## src/hash_map_macros.svh

```systemverilog
// Fixed sizes, CRC polynomial and node field positions of the hash map, included by RTL and test
`ifndef HASH_MAP_MACROS_SVH
`define HASH_MAP_MACROS_SVH

`define KEY_BITS        32
`define DAT_BITS        8
`define HASH_BITS       3
`define CHAIN_BITS      3
`define NODE_ADDR_BITS  4
`define CRC_POLY        32'h04C11DB7
`define NODE_BITS       44

// Bucket heads fill the lower half of the store, chain slots the upper half
`define NUM_BUCKETS     8
`define CHAIN_SLOTS     7
`define NUM_NODES       16

// Node layout, used flag on top and next pointer at the bottom
`define NODE_USED       43
`define NODE_KEY_HI     42
`define NODE_KEY_LO     11
`define NODE_DAT_HI     10
`define NODE_DAT_LO     3
`define NODE_NXT_HI     2
`define NODE_NXT_LO     0

`endif

```

## src/hash_map_pkg.sv

```systemverilog
// Shared types of the hash map design, imported by every RTL block and the testbench
`include "hash_map_macros.svh"
`default_nettype none

package hash_map_pkg;

  typedef logic [`KEY_BITS-1:0]       key_t;
  typedef logic [`DAT_BITS-1:0]       dat_t;
  typedef logic [`HASH_BITS-1:0]      bucket_t;
  typedef logic [`CHAIN_BITS-1:0]     chain_ptr_t;
  typedef logic [`NODE_ADDR_BITS-1:0] node_addr_t;
  typedef logic [`NODE_BITS-1:0]      node_t;

  // Bucket walker FSM
  typedef enum logic [2:0] {
    IDLE,
    READ_BUCKET,
    READ_CHAIN,
    WRITE,
    DONE
  } walk_state_t;

  typedef enum logic [0:0] {
    LOOKUP = 1'b0,
    ADD    = 1'b1
  } opcode_t;

endpackage

`default_nettype wire

```

## src/node_mem_if.sv

```systemverilog
// Port of one requester into the shared node store, requester side and store side
`timescale 1ns/1ps
`default_nettype none

interface node_mem_if;
  import hash_map_pkg::*;

  logic       req;
  logic       we;
  node_addr_t addr;
  node_t      wdata;
  // Combinational grant from the store arbiter
  logic       gnt;
  // Valid one cycle after a granted read
  node_t      rdata;

  modport requester (
    output req,
    output we,
    output addr,
    output wdata,
    input  gnt,
    input  rdata
  );

  modport store (
    input  req,
    input  we,
    input  addr,
    input  wdata,
    output gnt,
    output rdata
  );

endinterface

`default_nettype wire

```

## src/crc_hash.sv

```systemverilog
// Combinational CRC-32 of a key, whose low bits select the bucket slot
`timescale 1ns/1ps
`include "hash_map_macros.svh"
`default_nettype none

module crc_hash (
  input  hash_map_pkg::key_t    i_key,
  output hash_map_pkg::bucket_t o_bucket
);
  import hash_map_pkg::*;

  logic [31:0] crc_val;

  // Zero seed, MSB first, no reflection and no final XOR
  function automatic logic [31:0] crc32(input key_t key);
    logic [31:0] crc;
    logic        fb;
    crc = '0;
    for (int i = `KEY_BITS - 1; i >= 0; i--) begin
      fb  = crc[31] ^ key[i];
      crc = {crc[30:0], 1'b0};
      if (fb) begin
        crc = crc ^ `CRC_POLY;
      end
    end
    return crc;
  endfunction

  assign crc_val  = crc32(i_key);
  assign o_bucket = crc_val[`HASH_BITS-1:0];

endmodule

`default_nettype wire

```

## src/bucket_walker.sv

```systemverilog
// Request FSM of the hash map, walks bucket chains for lookups and adds and allocates chain nodes
`timescale 1ns/1ps
`include "hash_map_macros.svh"
`default_nettype none

module bucket_walker (
  input  logic                  i_clk,
  input  logic                  coll_ram_rst,
  input  hash_map_pkg::key_t    i_key,
  input  hash_map_pkg::dat_t    i_dat,
  input  logic                  i_val,
  input  logic                  i_opcode,
  input  logic                  i_clear_busy,
  input  hash_map_pkg::bucket_t i_bucket,
  output hash_map_pkg::key_t    o_key,
  output logic                  o_rdy,
  output hash_map_pkg::dat_t    o_dat,
  output logic                  o_val,
  output logic                  o_fnd,
  output logic                  o_full,
  node_mem_if.requester         mem
);
  import hash_map_pkg::*;

  walk_state_t state;
  key_t        key_q;
  dat_t        dat_q;
  opcode_t     op_q;
  dat_t        res_dat;
  logic        rdy_q;
  logic        rd_wait;
  logic        fnd_q;
  logic        full_q;
  logic        link_pend;
  chain_ptr_t  alloc_ptr;
  node_addr_t  cur_addr;
  node_addr_t  rd_addr;
  node_addr_t  wr_addr;
  node_addr_t  link_addr;
  node_t       rd_node;
  node_t       new_node;
  node_t       wr_node;
  node_t       link_node;
  logic        key_hit;

  assign rd_node  = mem.rdata;
  assign new_node = {1'b1, key_q, dat_q, {`CHAIN_BITS{1'b0}}};
  assign key_hit  = rd_node[`NODE_USED] && (rd_node[`NODE_KEY_HI:`NODE_KEY_LO] == key_q);
  // Bucket head comes straight from the hash, chain nodes from the last next pointer
  assign rd_addr  = (state == READ_BUCKET) ? {1'b0, i_bucket} : cur_addr;

  assign mem.req   = (((state == READ_BUCKET) || (state == READ_CHAIN)) && !rd_wait) ||
                     (state == WRITE);
  assign mem.we    = (state == WRITE);
  assign mem.addr  = (state == WRITE) ? wr_addr : rd_addr;
  assign mem.wdata = wr_node;

  assign o_key  = key_q;
  assign o_rdy  = rdy_q && !i_clear_busy;
  assign o_val  = (state == DONE) && !i_clear_busy;
  assign o_fnd  = o_val && fnd_q;
  assign o_dat  = res_dat;
  assign o_full = full_q && !i_clear_busy;

  always_ff @(posedge i_clk) begin
    if (!coll_ram_rst) begin
      state     <= IDLE;
      rdy_q     <= 1'b0;
      rd_wait   <= 1'b0;
      full_q    <= 1'b0;
      link_pend <= 1'b0;
      alloc_ptr <= chain_ptr_t'(1);
    end else begin
      case (state)
        IDLE: begin
          rdy_q <= 1'b1;
          key_q <= i_key;
          dat_q <= i_dat;
          op_q  <= opcode_t'(i_opcode);
          if (o_rdy && i_val) begin
            rdy_q <= 1'b0;
            state <= READ_BUCKET;
          end
        end
        READ_BUCKET, READ_CHAIN: begin
          if (!rd_wait) begin
            rd_wait <= mem.gnt;
          end else begin
            // Node read last cycle is on rdata now
            rd_wait <= 1'b0;
            res_dat <= rd_node[`NODE_DAT_HI:`NODE_DAT_LO];
            wr_addr <= rd_addr;
            if (!rd_node[`NODE_USED]) begin
              fnd_q   <= 1'b0;
              wr_node <= new_node;
              state   <= (op_q == ADD) ? WRITE : DONE;
            end else if (key_hit) begin
              // Overwrite keeps key and link, only data changes
              fnd_q   <= 1'b1;
              wr_node <= {rd_node[`NODE_USED:`NODE_KEY_LO], dat_q,
                          rd_node[`NODE_NXT_HI:`NODE_NXT_LO]};
              state   <= (op_q == ADD) ? WRITE : DONE;
            end else if (rd_node[`NODE_NXT_HI:`NODE_NXT_LO] != '0) begin
              cur_addr <= {1'b1, rd_node[`NODE_NXT_HI:`NODE_NXT_LO]};
              state    <= READ_CHAIN;
            end else if ((op_q == ADD) && !full_q) begin
              // Tail reached, new node goes to a fresh slot and the tail gets linked
              fnd_q     <= 1'b0;
              wr_addr   <= {1'b1, alloc_ptr};
              wr_node   <= new_node;
              link_addr <= rd_addr;
              link_node <= {rd_node[`NODE_USED:`NODE_DAT_LO], alloc_ptr};
              link_pend <= 1'b1;
              alloc_ptr <= alloc_ptr + 1'b1;
              if (alloc_ptr == chain_ptr_t'(`CHAIN_SLOTS)) begin
                full_q <= 1'b1;
              end
              state <= WRITE;
            end else begin
              fnd_q <= 1'b0;
              state <= DONE;
            end
          end
        end
        WRITE: begin
          if (mem.gnt) begin
            if (link_pend) begin
              wr_addr   <= link_addr;
              wr_node   <= link_node;
              link_pend <= 1'b0;
            end else begin
              state <= DONE;
            end
          end
        end
        DONE: begin
          rdy_q <= 1'b1;
          state <= IDLE;
        end
        default: state <= IDLE;
      endcase

      // A running clear drops the request in flight and frees all chain slots
      if (i_clear_busy) begin
        state     <= IDLE;
        rdy_q     <= 1'b0;
        rd_wait   <= 1'b0;
        link_pend <= 1'b0;
        full_q    <= 1'b0;
        alloc_ptr <= chain_ptr_t'(1);
      end
    end
  end

endmodule

`default_nettype wire

```

## src/table_clearer.sv

```systemverilog
// Marks all bucket heads unused after reset or a clear request, busy until done
`timescale 1ns/1ps
`include "hash_map_macros.svh"
`default_nettype none

module table_clearer (
  input  logic          i_clk,
  input  logic          coll_ram_rst,
  input  logic          i_cfg_clr,
  output logic          o_busy,
  node_mem_if.requester mem
);
  import hash_map_pkg::*;

  logic    busy;
  logic    start;
  bucket_t cnt;

  // One idle start cycle, then one write per bucket
  assign mem.req   = busy && !start;
  assign mem.we    = 1'b1;
  assign mem.addr  = {1'b0, cnt};
  assign mem.wdata = '0;
  assign o_busy    = busy;

  always_ff @(posedge i_clk) begin
    if (!coll_ram_rst || i_cfg_clr) begin
      busy  <= 1'b1;
      start <= 1'b1;
      cnt   <= '0;
    end else if (start) begin
      start <= 1'b0;
    end else if (busy && mem.gnt) begin
      cnt <= cnt + 1'b1;
      if (cnt == bucket_t'(`NUM_BUCKETS - 1)) begin
        busy <= 1'b0;
      end
    end
  end

endmodule

`default_nettype wire

```

## src/node_store.sv

```systemverilog
// Single node RAM shared by the clearer and the walker, clearer has fixed priority
`timescale 1ns/1ps
`include "hash_map_macros.svh"
`default_nettype none

module node_store (
  input  logic      i_clk,
  node_mem_if.store walk_mem,
  node_mem_if.store clear_mem
);
  import hash_map_pkg::*;

  node_t      ram [`NUM_NODES];
  node_t      rdata_q;
  logic       acc;
  logic       sel_we;
  node_addr_t sel_addr;
  node_t      sel_wdata;

  assign clear_mem.gnt = clear_mem.req;
  assign walk_mem.gnt  = walk_mem.req && !clear_mem.req;

  // Winner's access
  assign acc       = clear_mem.gnt || walk_mem.gnt;
  assign sel_we    = clear_mem.req ? clear_mem.we    : walk_mem.we;
  assign sel_addr  = clear_mem.req ? clear_mem.addr  : walk_mem.addr;
  assign sel_wdata = clear_mem.req ? clear_mem.wdata : walk_mem.wdata;

  always_ff @(posedge i_clk) begin
    if (acc) begin
      if (sel_we) begin
        ram[sel_addr] <= sel_wdata;
      end else begin
        rdata_q <= ram[sel_addr];
      end
    end
  end

  // Both requesters see the same read data
  assign walk_mem.rdata  = rdata_q;
  assign clear_mem.rdata = rdata_q;

endmodule

`default_nettype wire

```

## src/hash_map.sv

```systemverilog
// Hash map top level with 32-bit keys and 8-bit data, connects hash, walker, clearer and store
`timescale 1ns/1ps
`default_nettype none

module hash_map (
  input  logic               i_clk,
  input  logic               coll_ram_rst,
  input  hash_map_pkg::key_t i_key,
  input  hash_map_pkg::dat_t i_dat,
  input  logic               i_val,
  input  logic               i_opcode,
  input  logic               i_cfg_clr,
  output logic               o_rdy,
  output hash_map_pkg::dat_t o_dat,
  output logic               o_val,
  output logic               o_fnd,
  output logic               o_cfg_full
);
  import hash_map_pkg::*;

  key_t    walk_key;
  bucket_t bucket;
  logic    clear_busy;

  node_mem_if walk_mem ();
  node_mem_if clear_mem ();

  crc_hash u_crc_hash (
    .i_key    (walk_key),
    .o_bucket (bucket)
  );

  bucket_walker u_bucket_walker (
    .i_clk        (i_clk),
    .coll_ram_rst (coll_ram_rst),
    .i_key        (i_key),
    .i_dat        (i_dat),
    .i_val        (i_val),
    .i_opcode     (i_opcode),
    .i_clear_busy (clear_busy),
    .i_bucket     (bucket),
    .o_key        (walk_key),
    .o_rdy        (o_rdy),
    .o_dat        (o_dat),
    .o_val        (o_val),
    .o_fnd        (o_fnd),
    .o_full       (o_cfg_full),
    .mem          (walk_mem)
  );

  table_clearer u_table_clearer (
    .i_clk        (i_clk),
    .coll_ram_rst (coll_ram_rst),
    .i_cfg_clr    (i_cfg_clr),
    .o_busy       (clear_busy),
    .mem          (clear_mem)
  );

  node_store u_node_store (
    .i_clk     (i_clk),
    .walk_mem  (walk_mem),
    .clear_mem (clear_mem)
  );

endmodule

`default_nettype wire

```

## config.mk

```make
export PLATFORM = sky130hd
export DESIGN_NAME = hash_map
export DESIGN_NICKNAME = d
export VERILOG_FILES = /design/src/hash_map_pkg.sv /design/src/node_mem_if.sv /design/src/crc_hash.sv /design/src/bucket_walker.sv /design/src/table_clearer.sv /design/src/node_store.sv /design/src/hash_map.sv
export VERILOG_INCLUDE_DIRS = /design/src /design/src/src
export SDC_FILE = /design/constraint.sdc
export NUM_CORES = 1
export LEC_CHECK = 0
export ABC_AREA = 1
export BUFFER_PORTS_ARGS = -buffer_cell sky130_fd_sc_hd__buf_2
export CAP_MARGIN = 20
export CORE_ASPECT_RATIO = 1.5
export CORE_MARGIN = 2
export CORE_UTILIZATION = 50
export DETAILED_ROUTE_END_ITERATION = 12
export HOLD_SLACK_MARGIN = 0.06
export PLACE_DENSITY_LB_ADDON = 0.3
export SLEW_MARGIN = 20
export SYNTH_ARGS = -nofsm -noshare
export SYNTH_HDL_FRONTEND = slang
export SYNTH_SLANG_ARGS = --single-unit
```

## constraint.sdc

```tcl
create_clock -name i_clk -period 6.96 [get_ports i_clk]
set_clock_uncertainty 0.1 [all_clocks]
set_input_delay 1.044 -clock i_clk [delete_from_list [all_inputs] [get_ports i_clk]]
set_output_delay 1.044 -clock i_clk [all_outputs]
set_load 0.01 [all_outputs]
```

* Yosys cells after proc, flatten, opt, wreduce, memory -nomap -nowiden
Memory sizes are Yosys's and may differ from the RTL's. A register that Yosys moved wholly into a read port is not among the register bits.
Index checks and enable logic that the tools add are counted.
** Storage, ports and cells
- Flip-flop bits (word level) :: 163
- RAM bits :: 704
- Input bits :: 45
- Memories kept :: 1
** Memories
- u_node_store.ram :: words 16, bits a word 44, rd ports 1, clocked after memory_dff 1, write ports 1, RTL line node_store.sv:13 : node_t ram [`NUM_NODES];
** Operators by class
- $add $sub $neg :: 2
- Equal/unequal tests :: 19
- Multiplexer cells :: 76
- Bitwise operators :: 61
- Reductions and logical operators :: 41
** Operators by type and width (count)
- $mux W27 :: 26
- $mux W44 :: 8
- $not A14 Y14 :: 25
- $pmux W44 S2 :: 1
- $mux W4 :: 10
- $eq A32 B32 Y1 :: 1
- $mux W3 :: 10
- $reduce_and A7 Y1 :: 4
- $xor A1 B1 Y1 :: 23
- $mux W1 :: 16
- $reduce_and A6 Y1 :: 2
- $logic_and A1 B1 Y1 :: 11
- $ne A2 B2 Y1 const B :: 5
- $eq A3 B3 Y1 const B :: 3
- $pmux W3 S3 :: 1
- $ne A2 B1 Y1 const B :: 4
- $ne A4 B4 Y1 const B :: 2
- $pmux W4 S2 :: 1
- $reduce_and A4 Y1 :: 2
- $add A3 B1 Y3 const B :: 2
- $eq A3 B2 Y1 const B :: 2
- $logic_not A1 Y1 :: 6
- $reduce_and A2 Y1 :: 3
- $reduce_and A3 Y1 :: 2
- other kinds (15) :: 29

* Logic depth before layout (Yosys ltp)
Gate-level depths: netlist of the first run.
- Word-level depth :: 60
- Depth in mapped cells :: 33
- Mapped depth without buffers :: 30

* By module
From an unflattened synthesis of the first run, not the netlist that was laid out.
** Unflattened totals
- Cell total of the unflattened synthesis :: 4195
- Area, all modules :: 41277.1 sq um
** Modules (own cells, without submodules)
- node_store :: instances 1, cells each 3137, area an instance 32438.6 sq um
- bucket_walker :: instances 1, cells each 613, area an instance 6606.3 sq um
- crc_hash :: instances 1, cells each 364, area an instance 1629.1 sq um
- table_clearer :: instances 1, cells each 81, area an instance 603.1 sq um

* Least setup slack after synthesis of the first run
OpenSTA, ideal clock, no wires.
- Kind :: reg2reg
- Start :: register u_bucket_walker.key_q[31] (netlist: u_bucket_walker.o_key[31])
- End :: memory u_node_store.ram[0][0] (netlist name) (enable)
- Library setup time :: 445 ps
- Arrival time :: 4537 ps
- Data required time :: 6415 ps
- Setup slack :: 1878 ps
- Stages on the path, launching flop included :: 27
- Path buffers :: 3
- Clock period less this slack :: 5082 ps
- Cells stage by stage :: edfxtp_1 -> buf_4 -> inv_6 -> nand2_1 -> nand3_1 -> nand2_1 -> nand2_1 -> nand2_1 -> nand2_1 -> nand2_1 -> nand2_1 -> nand3_2 -> nand2_1 -> nand2_1 -> nand2_1 -> inv_2 -> nand3_1 -> nand3_1 -> inv_1 -> nand3_1 -> nand3_1 -> nand2_1 -> a21oi_4 -> buf_4 -> buf_4 -> nand2_1 -> nor2_1
** On the way
- Cells in the longest elaborated chain, start to end :: 43
- Elaborated cells on any way between the ends :: 74
- Classes of those cells :: mux: 32; bitwise: 42
** RTL lines
- start, declared :: RTL line bucket_walker.sv:26 : key_t key_q;
- start signal, assigned :: RTL line bucket_walker.sv:77 : key_q <= i_key;
- $mux W27 * :: RTL line crc_hash.sv:22 : if (fb) begin
- $not A14 Y14 (no line) / $mux W27 (equally long branches)
- $mux W27 / $not A14 Y14 (equally long branches)
- $mux W27 :: RTL line crc_hash.sv:22
- $not A14 Y14 (no line)
- $mux W27 :: RTL line crc_hash.sv:22
- $not A14 Y14 (no line) / $mux W27 (equally long branches)
- $mux W27 / $not A14 Y14 (equally long branches)
- [... 27 more ...]
- $mux W27 :: RTL line crc_hash.sv:22
- $not A14 Y14 (no line) / $xor A1 B1 Y1 (equally long branches)
- $mux W27 / $mux W2 (equally long branches) :: RTL line crc_hash.sv:22
- $xor A1 B1 Y1 / $not A3 Y3 (equally long branches)
- $mux W3 * :: RTL line crc_hash.sv:22
- $mux W4 * :: RTL line bucket_walker.sv:50 : assign rd_addr = (state == READ_BUCKET) ? {1'b0, i_bucket} : cur_addr;
- $mux W4 * :: RTL line bucket_walker.sv:55 : assign mem.addr = (state == WRITE) ? wr_addr : rd_addr;
- $mux W4 * :: RTL line node_store.sv:26 : assign sel_addr = clear_mem.req ? clear_mem.addr : walk_mem.addr;
- end, declared :: RTL line node_store.sv:13
Mark *: on every way between the ends. The rest lies on a longest branch, timed or not.

* Worst setup path after layout of the first run
- Start :: register u_bucket_walker.key_q[27] (netlist: u_bucket_walker.o_key[27])
- End :: memory u_node_store.ram[7][32] (netlist name) (enable)
** On the way
- Cells in the longest elaborated chain, start to end :: 38
- Elaborated cells on any way between the ends :: 64
- Classes of those cells :: mux: 28; bitwise: 36
** RTL lines
- $xor A1 B1 Y1 * :: RTL line crc_hash.sv:20 : fb = crc[31] ^ key[i];
- $mux W27 * :: RTL line crc_hash.sv:22
- $not A14 Y14 (no line)
- $mux W27 (2 in a row) :: RTL line crc_hash.sv:22
- $not A14 Y14 (no line)
- $mux W27 :: RTL line crc_hash.sv:22
- $not A14 Y14 (no line)
- $mux W27 :: RTL line crc_hash.sv:22
- [... 21 more ...]
- $mux W1 :: RTL line crc_hash.sv:22
- $not A2 Y2 (no line)
- $mux W2 :: RTL line crc_hash.sv:22
- $not A3 Y3 (no line)
- $mux W3 * :: RTL line crc_hash.sv:22
- $mux W4 * :: RTL line bucket_walker.sv:50
- $mux W4 * :: RTL line bucket_walker.sv:55
- $mux W4 * :: RTL line node_store.sv:26
Marked as above.

==> summary.txt, run 1 <==
Floorplan
  – FP Rows: 126
  – Initial core utilization: 50.5%
  – Die H: 349 um
  – IO Pins: 57
  – Die area: 81800 um^2
  – DIE WIDTH: 234 um
  – Core ar.: 78700 um^2

Place
  – Dpl cells: 4804
  – Post-Place Setup Slack: 1.49 ns
  – Hpwl dp: 56000 um
  – RD Place Congestion: 0.988
  – I/O Buffers: 56

Synth
  – Main area contributors after synthesis: edfxtp_1 68%, nand2_1 18%, nand3_1 5.3%
  – Register area share after synthesis: 68.3%
  – Number of synthesized flops with an enable pin: 895
  – Most instantiated library cell after synthesis: nand2_1
  – Post-synth top cells: 1957 x nand2_1, 895 x edfxtp_1, 421 x nand3_1
  – Synthesis Warnings: 0
  – Syn Inst Count: 3882
  – Cell taking the most area after synthesis: edfxtp_1
  – Synth Register Bits: 910
  – Top FF cell, synth: edfxtp_1
  – Area share of the largest cell type after synthesis: 67.6%
  – Mapped Nets: 3931
  – Syn_area_per_cell: 10.2 um^2
  – Synthesized cell area: 39800 um^2
  – Distinct cell type count after synthesis: 37
  – Fraction of registers with async set/reset: 0%

Power and ir drop
  – Switching share of power: 23.0%
  – Int Power: 8.77 mW
  – Sw Pwr: 2.62 mW
  – Total power divided by cell area: 262 nW/um^2
  – Reg power frac: 53.3%
  – Maximum VDD drop: 165 uV
  – Leakage power: 18.0 nW
  – Clock share of power: 39.1%
  – Combinational power share: 7.6%

Routing
  – Vias per cell: 5.52
  – # DRC: 0
  – DR iter-0 viols: 2752
  – Final ANT Viol Nets: 0
  – Wire per inst: 21.0 um
  – Vias: 27300
  – TritonRoute pass-1 iters: 5
  – WL final: 104000 um

STA
  – Final WS setup: 1.41 ns
  – Min Tclk post-route: 5.55 ns
  – Fin Setup TNS: 0 ns
  – Final number of setup-violating endpoints: 0
  – RSZ-0062 raised after global routing: no
  – Worst Max-Slew Pin Slew: 1.14 ns
  – Fin crit share: 79.8%
  – Final Hold Fails: 0
  – Worst rel slew slack: 23.8%
  – Fmax achieved: 0.180 GHz
  – Final Max Tran Viols: 0

Setup path
  – CP endpoint kind: flop
  – Most used cell, CP: nand2_1
  – Master of the slowest instance on the critical path: edfxtp_1
  – Family with the most delay on the worst path: simple AND/OR/NAND/NOR gates
  – WP buf/inv: 5
  – Worst Path Required: 7.16 ns
  – CP Class: reg -> reg
  – Worst setup SP type: flop
  – WP data arrival: 5.75 ns
  – CP peak stage delay: 0.69 ns
  – Crit-path max FO: 49

Clock tree
  – Worst-path clk slew: 0.07 ns
  – CTS Buffer Depth: 3
  – CTS buffer count: 82
  – CTS root buffer: clkbuf_16
  – Post_cts resized: 0
  – Hold buffers post-CTS: 0
  – Clock tree sinks: 910
  – Post-CTS setup buffers: 0
  – CTS tree: yes
  – Htree depth: 3
  – Clk Latency, worst-skew pair: 0.64 ns

Run status
  – Status: complete, no violations

Final layout
  – Antenna diode count: 0
  – Reg area: 27200 um^2
  – Fin cells: 4950
  – Fillers: 6611
  – P&R area growth vs syn: 9.43%
  – Area of the multi-input gates: 11100 um^2
  – Final net count: 3913
  – Layout cells sized above 1: 7.31%

Global routing
  – Antenna violations before repair: 0
  – Global route total overflow: 0
  – Vias in the first global route: 25800
  – Pin count of the biggest net entering global routing: 182
  – First-pass GRT wire length: 156000 um
  – All-Layer GR Usage: 25.5%

Min path
  – Worst min path class: reg -> reg

Flow run
  – Maximum capacitance violations: 0
power by group through the flow:
stage | sequential [mW] | combinational (mW) | clock (mW)
floorplan | 6.17 | 0.644 | 0
global placement | 6.19 | 0.853 | 0
detailed placement | 6.19 | 0.858 | 0
CTS | 6.07 | 0.864 | 4.51
global route | 6.07 | 0.975 | 4.69
finish | 6.07 | 0.866 | 4.46
final cells by class:
cell class | count | area share (%)
Clock buffer | 102 | 5.04
Timing Repair Buffer | 104 | 1.90
Multi-Input combinational cell | 2633 | 25.6
Inverter | 133 | 1.16
Tap cell | 1024 | 2.94
Sequential cell | 910 | 62.5
Clock inverter | 44 | 0.926
layer usage:
metal  part of all wire, %  routed length (um)  vias to the layer above  GRT usage, %
met3                   7.8                8160                      201          3.32
li1                      -                   -                    12800             -
met2                    49               50900                     1146          42.1
met4                   3.5                3650                        0          10.6
met1                    40               41400                    13200          33.9
met5                     0                   0                        -             0
layout by cell type, fill, tap and decap left out, types with 33 or more instances in the layout:
cell type / Yosys / layout
nor2_1: 102 / 78
buf_2: 84 / 56
xor2_1: 34 / 34
o21ai_0: 38 / 38
buf_4: 39 / 33
edfxtp_1: 895 / 895
nand3_1: 421 / 421
nand2_1: 1957 / 1955
inv_1: 113 / 112
clkbuf_16: 0 / 85
path summary, 6_finish.rpt:
check,from,endpoint,slack (ns),depth (start not counted)
worst min-delay path,u_node_store.clear_mem.rdata[4],u_bucket_walker.o_dat[1],0.35,0
worst max register to register,u_bucket_walker.o_key[27],u_node_store.ram[7][32],1.41,25
worst min register to register,u_node_store.clear_mem.rdata[4],u_bucket_walker.o_dat[1],0.35,0
worst max-delay path,u_bucket_walker.o_key[27],u_node_store.ram[7][32],1.41,25
state kept, by name (all words and copies together), names as in the netlist, 4 cells and up:
register                      flops
u_bucket_walker.mem.wdata        43
u_bucket_walker.wr_addr           4
u_bucket_walker.link_addr         4
u_bucket_walker.o_dat             8
u_bucket_walker.o_key            32
u_node_store.ram                704
u_node_store.clear_mem.rdata     44
u_bucket_walker.dat_q             8
u_bucket_walker.link_node        43
kinds of logic (layout without fill, tap and decap cells):
family | count (synthesis) | after routing | share of synthesized area, %
fa+ha+maj | 4 | 4 | 0.126
buf+inv | 339 | 383 | 4.20
simple gates | 2524 | 2524 | 25.5
xor+xnor | 48 | 48 | 1.06
compound gates | 57 | 57 | 0.815
flops | 910 | 910 | 68.3
per-stage QoR:
stage	util (%)	hold WS (ns)	total power, mW	area, um^2
after floorplan	-	0.321	6.81	39800
after detailed placement	52.0	0.339	7.04	40900
after global placement	52.0	0.328	7.04	40900
after global routing	55.3	0.360	11.7	43500
final	55.3	0.351	11.4	43500
after CTS	55.3	0.351	11.4	43500
No activity file was read; power rests on OpenSTA's default activity.
==> run 2: changes to the inputs <==
==> constraint.sdc (replaced) <==
create_clock -name i_clk -period 5.11 [get_ports i_clk]
set_clock_uncertainty 0.1 [all_clocks]
set_input_delay 0.7665 -clock i_clk [delete_from_list [all_inputs] [get_ports i_clk]]
set_output_delay 0.7665 -clock i_clk [all_outputs]
set_load 0.01 [all_outputs]
==> run 2 against run 1 <==
Combinational power is 40% higher. Power up 37%. Utilization up 0.56 points. Sequential share of layout area down 0.62 points. Register-to-register slack got worse by 0.82 ns. Critical endpoint is now u_node_store.ram[3][33].
==> summary.txt, run 2 (synthesis gave the netlist of run 1 again) <==
Run status
  – Status: complete, no violations

Floorplan
  – Die H: 349 um (unchanged)
  – Initial core utilization: 50.5% (unchanged)
  – Die area: 81800 um^2 (unchanged)
  – DIE WIDTH: 234 um (unchanged)
  – FP Rows: 126 (unchanged)
  – Core ar.: 78700 um^2 (unchanged)
  – IO Pins: 57 (unchanged)

STA
  – Fin Setup TNS: 0 ns (unchanged)
  – Worst rel slew slack: 23.8% (+0.025 points)
  – Final Max Tran Viols: 0 (unchanged)
  – Fmax achieved: 0.221 GHz (+23%)
  – Final number of setup-violating endpoints: 0 (unchanged)
  – RSZ-0062 raised after global routing: no
  – Final WS setup: 0.588 ns (-0.820 ns)
  – Final Hold Fails: 0 (unchanged)
  – Min Tclk post-route: 4.52 ns (-1.03 ns)
  – Fin crit share: 88.5% (+8.7 points)
  – Worst Max-Slew Pin Slew: 1.14 ns (-0.000377 ns)

Place
  – RD Place Congestion: 0.961 (-2.8%)
  – I/O Buffers: 56 (unchanged)
  – Cell Area, Placed: 41300 um^2 (+0.85%)
  – Hpwl dp: 57300 um (+2.4%)
  – Post-Place Setup Slack: 0.705 ns (-0.782 ns)
  – Dpl cells: 4824 (+0.42%)

Final layout
  – Layout cells sized above 1: 8.30% (+0.99 points)
  – Most common cell after layout, fill and taps aside: nand2_1
  – Final net count: 3935 (+0.56%)
  – Antenna diode count: 0 (unchanged)
  – Fin cells: 4978 (+0.57%)
  – Largest register by flop count: u_node_store.ram
  – Max reg flops: 704 (unchanged)
  – Most frequent cells in the layout: 1955 x nand2_1, 895 x edfxtp_1, 421 x nand3_1
  – Final Cell Area: 43900 um^2 (+1.0%)
  – P&R area growth vs syn: 10.5%

Routing
  – Wire per inst: 21.1 um (+0.36%)
  – Vias per cell: 5.51 (-0.12%)
  – Final ANT Viol Nets: 0 (unchanged)
  – WL final: 105000 um (+0.93%)
  – DR iter-0 viols: 3231 (+17%)
  – # DRC: 0 (unchanged)
  – TritonRoute pass-1 iters: 7 (+2)
  – Vias: 27400 (+0.44%)

Setup path
  – Reg2reg end: u_node_store.ram[3][33]
  – Crit-path max FO: 28 (-43%)
  – CP endpoint kind: flop
  – Worst r2r path cells: 24 (-4.0%)
  – Worst setup SP type: flop
  – Worst Path Required: 5.29 ns (-1.87 ns)
  – Critical R2R Launch: u_bucket_walker.o_key[30]
  – WP data arrival: 4.70 ns (-1.05 ns)
  – CP Class: reg -> reg
  – R2R setup slack: 0.59 ns (-0.82 ns)

Clock tree
  – Clk Latency, worst-skew pair: 0.66 ns (+0.02 ns)
  – CTS root buffer: clkbuf_16
  – Post-CTS setup buffers: 0 (unchanged)
  – Htree depth: 3 (unchanged)
  – Clock tree sinks: 910 (unchanged)
  – Hold buffers post-CTS: 0 (unchanged)
  – CTS buffer count: 83 (+1.2%)
  – Worst-path clk slew: 0.07 ns (about the same)
  – Post_cts resized: 0 (unchanged)
  – CTS Buffer Depth: 3 (unchanged)
  – CTS tree: yes

Min path
  – Min-delay src: i_key[10]
  – Worst min path class: in -> reg
  – Hold Path Depth: 1 (+1)
  – Hold worst-path end: u_bucket_walker.o_key[10]

Global routing
  – All-Layer GR Usage: 25.7% (+0.27 points)
  – Vias in the first global route: 26000 (+0.47%)
  – Pin count of the biggest net entering global routing: 185 (+1.6%)
  – Global route total overflow: 0 (unchanged)
  – First-pass GRT wire length: 158000 um (+1.3%)
  – Antenna violations before repair: 0 (unchanged)

Power and ir drop
  – Power Total: 15.6 mW (+37%)
  – Maximum VDD drop: 234 uV (+42%)
  – Total power divided by cell area: 356 nW/um^2 (+36%)
  – Leakage power: 18.2 nW (+1.2%)

Flow run
  – Maximum capacitance violations: 0 (unchanged)
run 2: changes by cell type in the layout (fill, tap and decap cells not counted), moves of 5 or more:
| cell | previous run | this run |
|---|---|---|
| clkinv_8 | 0 | 6 |
| nor2_1 | 78 | 68 |
| nor2_2 | 4 | 14 |
| buf_4 | 33 | 39 |
| clkinv_2 | 8 | 17 |
| buf_12 | 15 | 30 |
| clkbuf_1 | 17 | 12 |
run 2: through the flow:
step | hold slack (ns) | util (%)
finish | 0.182 | 55.9
global route | 0.161 | 55.9
floorplan | 0.321 | -
CTS | 0.152 | 55.8
global placement | 0.335 | 52.4
detailed placement | 0.340 | 52.4
run 2: cell type report:
cell class | count | area, um^2
inverters | 133 | 507
flip-flops and latches | 910 | 27200
clock inverters | 58 | 538
clock buffers | 95 | 2120
multi-input cells | 2633 | 11200
well taps | 1024 | 1280
fillers | 6625 | 34700
repair buffers | 125 | 1170
run 2: where the power goes:
part | total [mW] | internal, mW | switching (mW)
clock network | 6.16 | 3.37 | 2.79
logic | 1.21 | 0.349 | 0.859
registers | 8.27 | 8.21 | 0.0534
run 2: critical path: stages, from the launching register on:
cell,delay (ns)
edfxtp_1,0.55
inv_2,0.22
nand2_1,0.07
nand2_1,0.12
nand2_1,0.07
nand2_1,0.19
nand3_1,0.18
nand2_1,0.13
nand2_1,0.08
nand3_1,0.08
nand3_1,0.08
nand2_1,0.13
inv_1,0.05
nand3_1,0.08
nand2_1,0.06
nand2_1,0.10
nand2_2,0.07
nand2_1,0.08
nand2_1,0.09
nand3_2,0.13
nand2_1,0.15
nand2_8,0.25
nand3_1,0.37
nor2_4,0.21
buf_4,0.50
run 2: worst max path at each step:
stage | startpoint | endpoint | slack, ns | depth (start not counted)
after global placement | u_bucket_walker.o_key[29] | u_node_store.ram[3][32] | 0.70 | 26
after CTS | u_bucket_walker.o_key[31] | u_node_store.ram[3][35] | 0.66 | 26
after floorplan | u_bucket_walker.o_key[31] | u_node_store.ram[0][0] | 0.03 | 26
after detailed placement | u_bucket_walker.o_key[31] | u_node_store.ram[3][32] | 0.71 | 24
final | u_bucket_walker.o_key[30] | u_node_store.ram[3][33] | 0.59 | 24
after global routing | u_bucket_walker.o_key[31] | u_node_store.ram[3][35] | 0.28 | 25
run 2: metal layers:
metal | GRT usage, % | routed length [um] | up-vias
met5 | 0 | 0 | -
met4 | 10.5 | 4000 | 0
met3 | 3.32 | 8310 | 241
met2 | 42.0 | 50400 | 1184
met1 | 34.9 | 42300 | 13100
li1 | - | - | 12900
